`src/hdl/core_addr_pkg.sv`:
```
package core_addr_pkg;

    // word addresses, so pc_4 is pc + 1
    localparam int im_addr_bits = 10;

    typedef logic [im_addr_bits-1:0] im_addr_t;

    localparam im_addr_t reset_pc = '0;

endpackage

```
`src/hdl/bht_pkg.sv`:
```
package bht_pkg;

    localparam int bht_entries  = 8;
    localparam int bp_reg_width = 16;

    // bit 1 set means predicted taken
    typedef enum logic [1:0] {
        strong_not   = 2'b00,
        weak_not     = 2'b01,
        weak_taken   = 2'b10,
        strong_taken = 2'b11
    } bht_state_e;

    // travels down the pipe with the branch
    typedef struct packed {
        core_addr_pkg::im_addr_t pc_4;
        core_addr_pkg::im_addr_t guess_pc;
        bht_state_e              guess_state;
    } bht_pred_t;

    typedef struct packed {
        logic                    valid;
        core_addr_pkg::im_addr_t pc_4;
        core_addr_pkg::im_addr_t target;
        logic                    taken;
        bht_pred_t               pred;   // as captured at fetch
    } bht_resolve_t;

    typedef enum logic [1:0] {
        reg_ctrl        = 2'd0,
        reg_branches    = 2'd1,
        reg_mispredicts = 2'd2
    } bp_reg_addr_e;

endpackage

```
`src/hdl/bht_table.sv`:
```
`timescale 1ns/1ps

module bht_table (
    input  logic                    clk,
    input  logic                    rst_n,
    input  logic                    pred_en,
    input  core_addr_pkg::im_addr_t pc_4,
    input  logic                    update_en,
    input  core_addr_pkg::im_addr_t update_pc_4,
    input  core_addr_pkg::im_addr_t update_target,
    input  bht_pkg::bht_state_e     new_state,
    output bht_pkg::bht_pred_t      pred
);
    import core_addr_pkg::*;
    import bht_pkg::*;

    typedef struct packed {
        bht_state_e state;
        im_addr_t   target;
    } entry_t;

    localparam int entry_bits = $bits(entry_t);

    logic [bht_entries-1:0] valid_q;
    logic [bht_entries-1:0] lru_q [bht_entries];  // all-ones row is the victim
    im_addr_t               tag_q [bht_entries];
    entry_t                 data_q [bht_entries];

    logic [bht_entries-1:0] look_sel;
    logic [bht_entries-1:0] upd_sel;
    logic [bht_entries-1:0] victim;
    logic [bht_entries-1:0] wr_mask;
    logic [entry_bits-1:0]  tree [1:2*bht_entries-1];  // leaves at 8..15
    entry_t                 hit_entry;

    // tag match for both ports
    always_comb begin
        for (int i = 0; i < bht_entries; i++) begin
            look_sel[i] = valid_q[i] && (tag_q[i] == pc_4);
            upd_sel[i]  = valid_q[i] && (tag_q[i] == update_pc_4);
            victim[i]   = &lru_q[i];
        end
    end

    // merge the hit entry, at most one leaf is nonzero
    always_comb begin
        for (int i = 0; i < bht_entries; i++) begin
            tree[bht_entries+i] = look_sel[i] ? data_q[i] : '0;
        end
        for (int n = bht_entries - 1; n >= 1; n--) begin
            tree[n] = tree[2*n] | tree[2*n+1];
        end
    end

    assign hit_entry = entry_t'(tree[1]);

    always_comb begin
        pred.pc_4        = pc_4;
        pred.guess_pc    = pc_4;
        pred.guess_state = strong_not;   // miss reads as zero anyway
        if (pred_en) begin
            pred.guess_state = hit_entry.state;
            if (hit_entry.state[1]) begin
                pred.guess_pc = hit_entry.target;
            end
        end
    end

    assign wr_mask = (|upd_sel) ? upd_sel : victim;

    always_ff @(posedge clk or negedge rst_n) begin
        if (!rst_n) begin
            valid_q <= '0;
            for (int i = 0; i < bht_entries; i++) begin
                for (int j = 0; j < bht_entries; j++) begin
                    lru_q[i][j] <= (i <= j);
                end
            end
        end else if (update_en) begin
            valid_q <= valid_q | wr_mask;
            for (int n = 0; n < bht_entries; n++) begin
                // used row keeps only its own bit, others gain its column
                lru_q[n] <= wr_mask[n] ? wr_mask : (lru_q[n] | wr_mask);
            end
        end
    end

    always_ff @(posedge clk) begin
        if (update_en) begin
            for (int i = 0; i < bht_entries; i++) begin
                if (wr_mask[i]) begin
                    tag_q[i]         <= update_pc_4;
                    data_q[i].state  <= new_state;
                    data_q[i].target <= update_target;
                end
            end
        end
    end

endmodule

```
`src/hdl/bp_ctrl_regs.sv`:
```
`timescale 1ns/1ps

module bp_ctrl_regs (
    input  logic                               clk,
    input  logic                               rst_n,
    input  logic                               reg_wr,
    input  bht_pkg::bp_reg_addr_e              reg_addr,
    input  logic [bht_pkg::bp_reg_width-1:0]   reg_wdata,
    output logic [bht_pkg::bp_reg_width-1:0]   reg_rdata,
    input  logic                               branch_done,
    input  logic                               mispredict,
    output logic                               pred_en
);
    import bht_pkg::*;

    // index 0 counts branches, 1 counts mispredicts
    logic [bp_reg_width-1:0] cnt_q [2];
    logic [1:0]              cnt_inc;
    logic [1:0]              cnt_clr;

    assign cnt_inc    = {mispredict, branch_done};
    assign cnt_clr[0] = reg_wr && (reg_addr == reg_branches);
    assign cnt_clr[1] = reg_wr && (reg_addr == reg_mispredicts);

    always_ff @(posedge clk or negedge rst_n) begin
        if (!rst_n) begin
            pred_en <= 1'b1;
        end else if (reg_wr && (reg_addr == reg_ctrl)) begin
            pred_en <= reg_wdata[0];
        end
    end

    always_ff @(posedge clk or negedge rst_n) begin
        if (!rst_n) begin
            for (int i = 0; i < 2; i++) begin
                cnt_q[i] <= '0;
            end
        end else begin
            for (int i = 0; i < 2; i++) begin
                if (cnt_clr[i]) begin
                    cnt_q[i] <= '0;          // clear wins over a pulse
                end else if (cnt_inc[i] && !(&cnt_q[i])) begin
                    cnt_q[i] <= cnt_q[i] + 1'b1;   // sticks at max
                end
            end
        end
    end

    always_comb begin
        reg_rdata = '0;
        case (reg_addr)
            reg_ctrl:        reg_rdata[0] = pred_en;
            reg_branches:    reg_rdata    = cnt_q[0];
            reg_mispredicts: reg_rdata    = cnt_q[1];
            default:         reg_rdata    = '0;
        endcase
    end

endmodule

```
`src/hdl/bp_top.sv`:
```
`timescale 1ns/1ps

module bp_top (
    input  logic                             clk,
    input  logic                             rst_n,
    input  logic                             fetch_en,
    input  bht_pkg::bht_resolve_t            resolve,
    input  logic                             reg_wr,
    input  bht_pkg::bp_reg_addr_e            reg_addr,
    input  logic [bht_pkg::bp_reg_width-1:0] reg_wdata,
    output core_addr_pkg::im_addr_t          fetch_pc,
    output bht_pkg::bht_pred_t               fetch_pred,
    output logic [bht_pkg::bp_reg_width-1:0] reg_rdata
);
    import core_addr_pkg::*;
    import bht_pkg::*;

    im_addr_t   pc_4;
    im_addr_t   redirect_pc;
    bht_state_e new_state;
    logic       update_en;
    logic       redirect;
    logic       branch_done;
    logic       mispredict;
    logic       pred_en;

    fetch_pc_gen fetch_pc_gen_inst (
        .clk         (clk),
        .rst_n       (rst_n),
        .fetch_en    (fetch_en),
        .redirect    (redirect),
        .redirect_pc (redirect_pc),
        .guess_pc    (fetch_pred.guess_pc),   // predicted next fetch
        .fetch_pc    (fetch_pc),
        .pc_4        (pc_4)
    );

    bht_table bht_table_inst (
        .clk           (clk),
        .rst_n         (rst_n),
        .pred_en       (pred_en),
        .pc_4          (pc_4),
        .update_en     (update_en),
        .update_pc_4   (resolve.pc_4),
        .update_target (resolve.target),
        .new_state     (new_state),
        .pred          (fetch_pred)
    );

    branch_resolve branch_resolve_inst (
        .resolve     (resolve),
        .pred_en     (pred_en),
        .update_en   (update_en),
        .new_state   (new_state),
        .redirect    (redirect),
        .redirect_pc (redirect_pc),
        .branch_done (branch_done),
        .mispredict  (mispredict)
    );

    bp_ctrl_regs bp_ctrl_regs_inst (
        .clk         (clk),
        .rst_n       (rst_n),
        .reg_wr      (reg_wr),
        .reg_addr    (reg_addr),
        .reg_wdata   (reg_wdata),
        .reg_rdata   (reg_rdata),
        .branch_done (branch_done),
        .mispredict  (mispredict),
        .pred_en     (pred_en)
    );

endmodule

```
`src/hdl/branch_resolve.sv`:
```
`timescale 1ns/1ps

module branch_resolve (
    input  bht_pkg::bht_resolve_t   resolve,
    input  logic                    pred_en,
    output logic                    update_en,
    output bht_pkg::bht_state_e     new_state,
    output logic                    redirect,
    output core_addr_pkg::im_addr_t redirect_pc,
    output logic                    branch_done,
    output logic                    mispredict
);
    import core_addr_pkg::*;
    import bht_pkg::*;

    im_addr_t correct_pc;

    // saturating 2-bit counter step
    always_comb begin
        case (resolve.pred.guess_state)
            strong_not:   new_state = resolve.taken ? weak_not : strong_not;
            weak_not:     new_state = resolve.taken ? weak_taken : strong_not;
            weak_taken:   new_state = resolve.taken ? strong_taken : weak_not;
            strong_taken: new_state = resolve.taken ? strong_taken : weak_taken;
            default:      new_state = strong_not;
        endcase
    end

    assign correct_pc = resolve.taken ? resolve.target : resolve.pc_4;

    assign mispredict  = resolve.valid && (correct_pc != resolve.pred.guess_pc);
    assign redirect    = mispredict;
    assign redirect_pc = correct_pc;

    assign update_en   = resolve.valid && pred_en;  // table frozen while disabled
    assign branch_done = resolve.valid;

endmodule

```
`src/hdl/fetch_pc_gen.sv`:
```
`timescale 1ns/1ps

module fetch_pc_gen (
    input  logic                    clk,
    input  logic                    rst_n,
    input  logic                    fetch_en,
    input  logic                    redirect,
    input  core_addr_pkg::im_addr_t redirect_pc,
    input  core_addr_pkg::im_addr_t guess_pc,
    output core_addr_pkg::im_addr_t fetch_pc,
    output core_addr_pkg::im_addr_t pc_4
);
    import core_addr_pkg::*;

    im_addr_t next_pc;

    // redirect from execute beats the prediction
    always_comb begin
        next_pc = fetch_pc;
        if (redirect) begin
            next_pc = redirect_pc;
        end else if (fetch_en) begin
            next_pc = guess_pc;
        end
    end

    always_ff @(posedge clk or negedge rst_n) begin
        if (!rst_n) begin
            fetch_pc <= reset_pc;
        end else begin
            fetch_pc <= next_pc;
        end
    end

    assign pc_4 = fetch_pc + im_addr_t'(1);  // next word

endmodule

```
`config.mk`:
```
export PLATFORM = sky130hd
export DESIGN_NAME = bp_top
export DESIGN_NICKNAME = d
export VERILOG_FILES = /design/src/hdl/core_addr_pkg.sv /design/src/hdl/bht_pkg.sv /design/src/hdl/bht_table.sv /design/src/hdl/bp_ctrl_regs.sv /design/src/hdl/bp_top.sv /design/src/hdl/branch_resolve.sv /design/src/hdl/fetch_pc_gen.sv
export SDC_FILE = /design/constraint.sdc
export NUM_CORES = 1
export LEC_CHECK = 0
export ABC_AREA = 0
export BUFFER_PORTS_ARGS = -buffer_cell sky130_fd_sc_hd__clkbuf_2
export CORE_MARGIN = 8
export CORE_UTILIZATION = 35
export CTS_CLUSTER_SIZE = 8
export DETAILED_ROUTE_END_ITERATION = 8
export PLACE_DENSITY_LB_ADDON = 0.12
export RECOVER_POWER = 100
export SYNTH_ARGS = -nofsm -noshare
export SYNTH_HDL_FRONTEND = slang
export SYNTH_SLANG_ARGS = --single-unit
export TNS_END_PERCENT = 30
```
`constraint.sdc`:
```
create_clock -name clk -period 4.8 [get_ports clk]
set_clock_uncertainty 0.2 [all_clocks]
set_input_delay 0.48 -clock clk [delete_from_list [all_inputs] [get_ports clk]]
set_output_delay 0.48 -clock clk [all_outputs]
set_load 0.03 [all_outputs]
```
==> run metrics <==
RSZ-0062 raised after global routing=false; fin crit period=4653 ps; via/cell ratio=5.222; type of element launching the critical path=register; layout cells sized above 1=0.1643; fraction of post-synthesis cell area in the top cell type by area=0.3707; leading post-synthesis cells by cell area=edfxtp_1 (37%), dfrtp_1 (14%), xnor2_1 (9.7%); Worst Hold Launch=reg_wr; CTS Sinks=291; vias=9771; pwr dens=388.0 nW/µm²; Net Count, Synth=1255; Seq/Total Area, Yosys=0.5758; total grt overflow=0; clk slew on worst S/H paths=50 ps; Worst Hold Depth=3; R2R Path Start=bht_table_inst.tag_q[0][26]; initial antenna violation count=0; diode count=0; dpl hpwl=28.40 mm; vias in the first global route=9880; final wirelength=41.55 mm; Crit Path Class=reg -> out; Seq cells post-synth=291; outcome=finished, violations left; worst slew pin tran=3078 ps; non-filler cells, final=1871; drt pass-1 iters=8; Min Hold Slack=72.84 ps; worst reg2reg path endpoint=bht_table_inst.data_q[0][37]; synthesized area=14260 µm²; Relative slew margins=-1.052; maximum level of the CTS H-tree=2; # DRC=0; top post-synthesis cells by count=edfxtp_1 (176), xnor2_1 (158), dfrtp_1 (78); Setup violations, final=0; Rows=74; PortBufs=88; Fin Setup TNS=0 ps; final period utilization=0.9695; routability congestion estimate=0.8491; hold crit path type=in -> reg; Layout area overhead=18.27%; CP max stage cell=dfrtp_1; GRT Util Overall=0.1740; max capacitance violation total=3; final hold viol count=0; distinct cell type count after synthesis=71; drt initial violations=724; crit path capture type=output pin; largest net degree at the start of global routing=54; Clock Tree Buf Depth=3; first-pass GRT wire length=62.73 mm; Die W=217.8 µm; FF+latch area=8212 µm²; CP max FO=12; Hold Path Sink=bp_ctrl_regs_inst.pred_en; arrival time of the worst setup path=3970 ps; CP Cell Sequence=ha_4, buf_4, and3_1, xnor2_1, buf_4, xor2_1, nand4_1, nor3_4, a222oi_1, a31oi_4, buf_12, mux2_2, clkbuf_2; average wire per standard cell=22.21 µm; asr flop ratio synth=0.3952; full die area=47450 µm²; clock latency on the worst-skew pair=570 ps; Mapped Cells=1182; Synth Area per Inst=12.06 µm²; Core Region=40550 µm²; Crit path top cell by count=buf_4; I/O pin count=114; fill count=3883; fmax=214.9 MHz; Layout Nets=1378; max-slew violation count=112; CTS tree=built; Pleak=6.254 nW; total CTS buffers=42; Syn. warnings=0; CTS root buffer=clkbuf_16; Multi-input gate area=5728 µm²; Initial Utilization=0.3515; VDD IR max=0.2085 mV; dominant synthesized flop cell=edfxtp_1; failing checks=capacitance limit, slew limit; Die H=217.8 µm; placed cells=1783; Worst EP required=4120 ps; delay of the slowest critical-path stage=410 ps; R2R cell count=9; Antenna Violating Nets Remaining=0; Post-synth EDFFs=176; reg-to-reg setup timing slack=840 ps; cell with the most instances after synthesis=edfxtp_1; Synth area leader=edfxtp_1
[how the worst max path moves through the flow]
stage	from	endpoint	slack, ps
after detailed placement	fetch_pc_gen_inst.fetch_pc[0]	fetch_pred[3]	390
after floorplan	fetch_pc_gen_inst.fetch_pc[1]	fetch_pred[2]	450
after CTS	fetch_pc_gen_inst.fetch_pc[0]	fetch_pred[3]	10
after global routing	fetch_pc_gen_inst.fetch_pc[3]	fetch_pred[3]	6
after global placement	fetch_pc_gen_inst.fetch_pc[0]	fetch_pred[3]	360
final	fetch_pc_gen_inst.fetch_pc[0]	fetch_pred[3]	150
[logic make-up after synthesis]
logic type               synth area share
buffers and inverters             0.03159
adder cells (fa/ha/maj)          0.008250
flip-flops                         0.5758
AO/OA/AOI/OAI                      0.1080
multiplexers                      0.02782
AND/OR/NAND/NOR                    0.1207
XOR/XNOR                           0.1279
[cell type report]
class | count | area share
Clock buffer | 75 | 0.07153
Inverter | 39 | 0.008682
Clock inverter | 3 | 0.003265
Timing Repair Buffer | 150 | 0.05031
Multi-Input combinational cell | 781 | 0.3397
Tap cell | 532 | 0.03948
Sequential cell | 291 | 0.4870
[metal layers]
| metal | vias to the layer above | share of wire | GRT usage |
|---|---|---|---|
| met1 | 4865 | 0.47 | 0.2406 |
| li1 | 4603 | - | - |
| met3 | 57 | 0.050 | 0.02968 |
| met2 | 246 | 0.46 | 0.2749 |
| met5 | - | 0 | 0 |
| met4 | 0 | 0.022 | 0.05710 |
[cell usage in the layout (no fill, tap or decap), types with 7 or more instances in the layout]
cell       instances
a21o_1            35
a21oi_1           24
a222oi_1          24
a22oi_1           28
and3_1             7
buf_4             34
clkbuf_1          95
clkbuf_16         43
clkbuf_2          40
dfrtp_1           76
dfstp_2           37
edfxtp_1         176
inv_1             37
mux2i_1           25
nand2_1           46
nand2b_1          26
nand3_1           42
nand4_1           45
nor2_1            49
nor2b_1           18
nor3_1            23
o2111ai_1          8
o21ai_0           46
o22ai_1            9
or2_2             10
or3_1             10
xnor2_1          156
xor2_1            40
[power breakdown]
group / internal [W] / leakage (nW) / switching (W)
registers: 0.00273 / 2.94 / 0.0000861
clock network: 0.00170 / 0.599 / 0.00112
logic: 0.000332 / 2.72 / 0.000571
[stage by stage]
step | setup WS [ps] | total power [W] | cell area (µm²) | utilization
after global routing | 5.520 | 0.006803 | 16860 | 0.4158
after global placement | 361.3 | 0.003732 | 15570 | 0.3839
after floorplan | 451.5 | 0.003412 | 14260 | -
final | 146.6 | 0.006542 | 16860 | 0.4158
after detailed placement | 389.4 | 0.003738 | 15570 | 0.3839
after CTS | 9.538 | 0.006626 | 16950 | 0.4180
[timing repair]
| item | CTS | global route |
|---|---|---|
| setup buffers | 3 | 5 |
| hold buffers | 2 | 0 |
| setup endpoints to repair | 10 | 9 |
| endpoints found under the hold margin | 37 | 0 |
| resized for setup | 14 | 10 |
| pin swaps | 3 | 2 |
[flip-flops by register name, indices dropped and copies added, names as in the netlist]
register and flops:
bht_table_inst.data_q 96, bht_table_inst.lru_q 64, bht_table_inst.tag_q 80, bht_table_inst.valid_q 8, bp_ctrl_regs_inst.cnt_q 32, bp_ctrl_regs_inst.pred_en 1
fetch_pc_gen_inst.fetch_pc 10
[worst max-delay path, delay by kind of cell (launching register included)]
family,cells,cell delay (ps)
flip-flops,1,410
XOR/XNOR,2,480
adder cells (fa/ha/maj),1,210
buffers and inverters,4,780
AO/OA/AOI/OAI,2,390
AND/OR/NAND/NOR,3,750
multiplexers,1,380
Power figures use the tool's default switching activity.
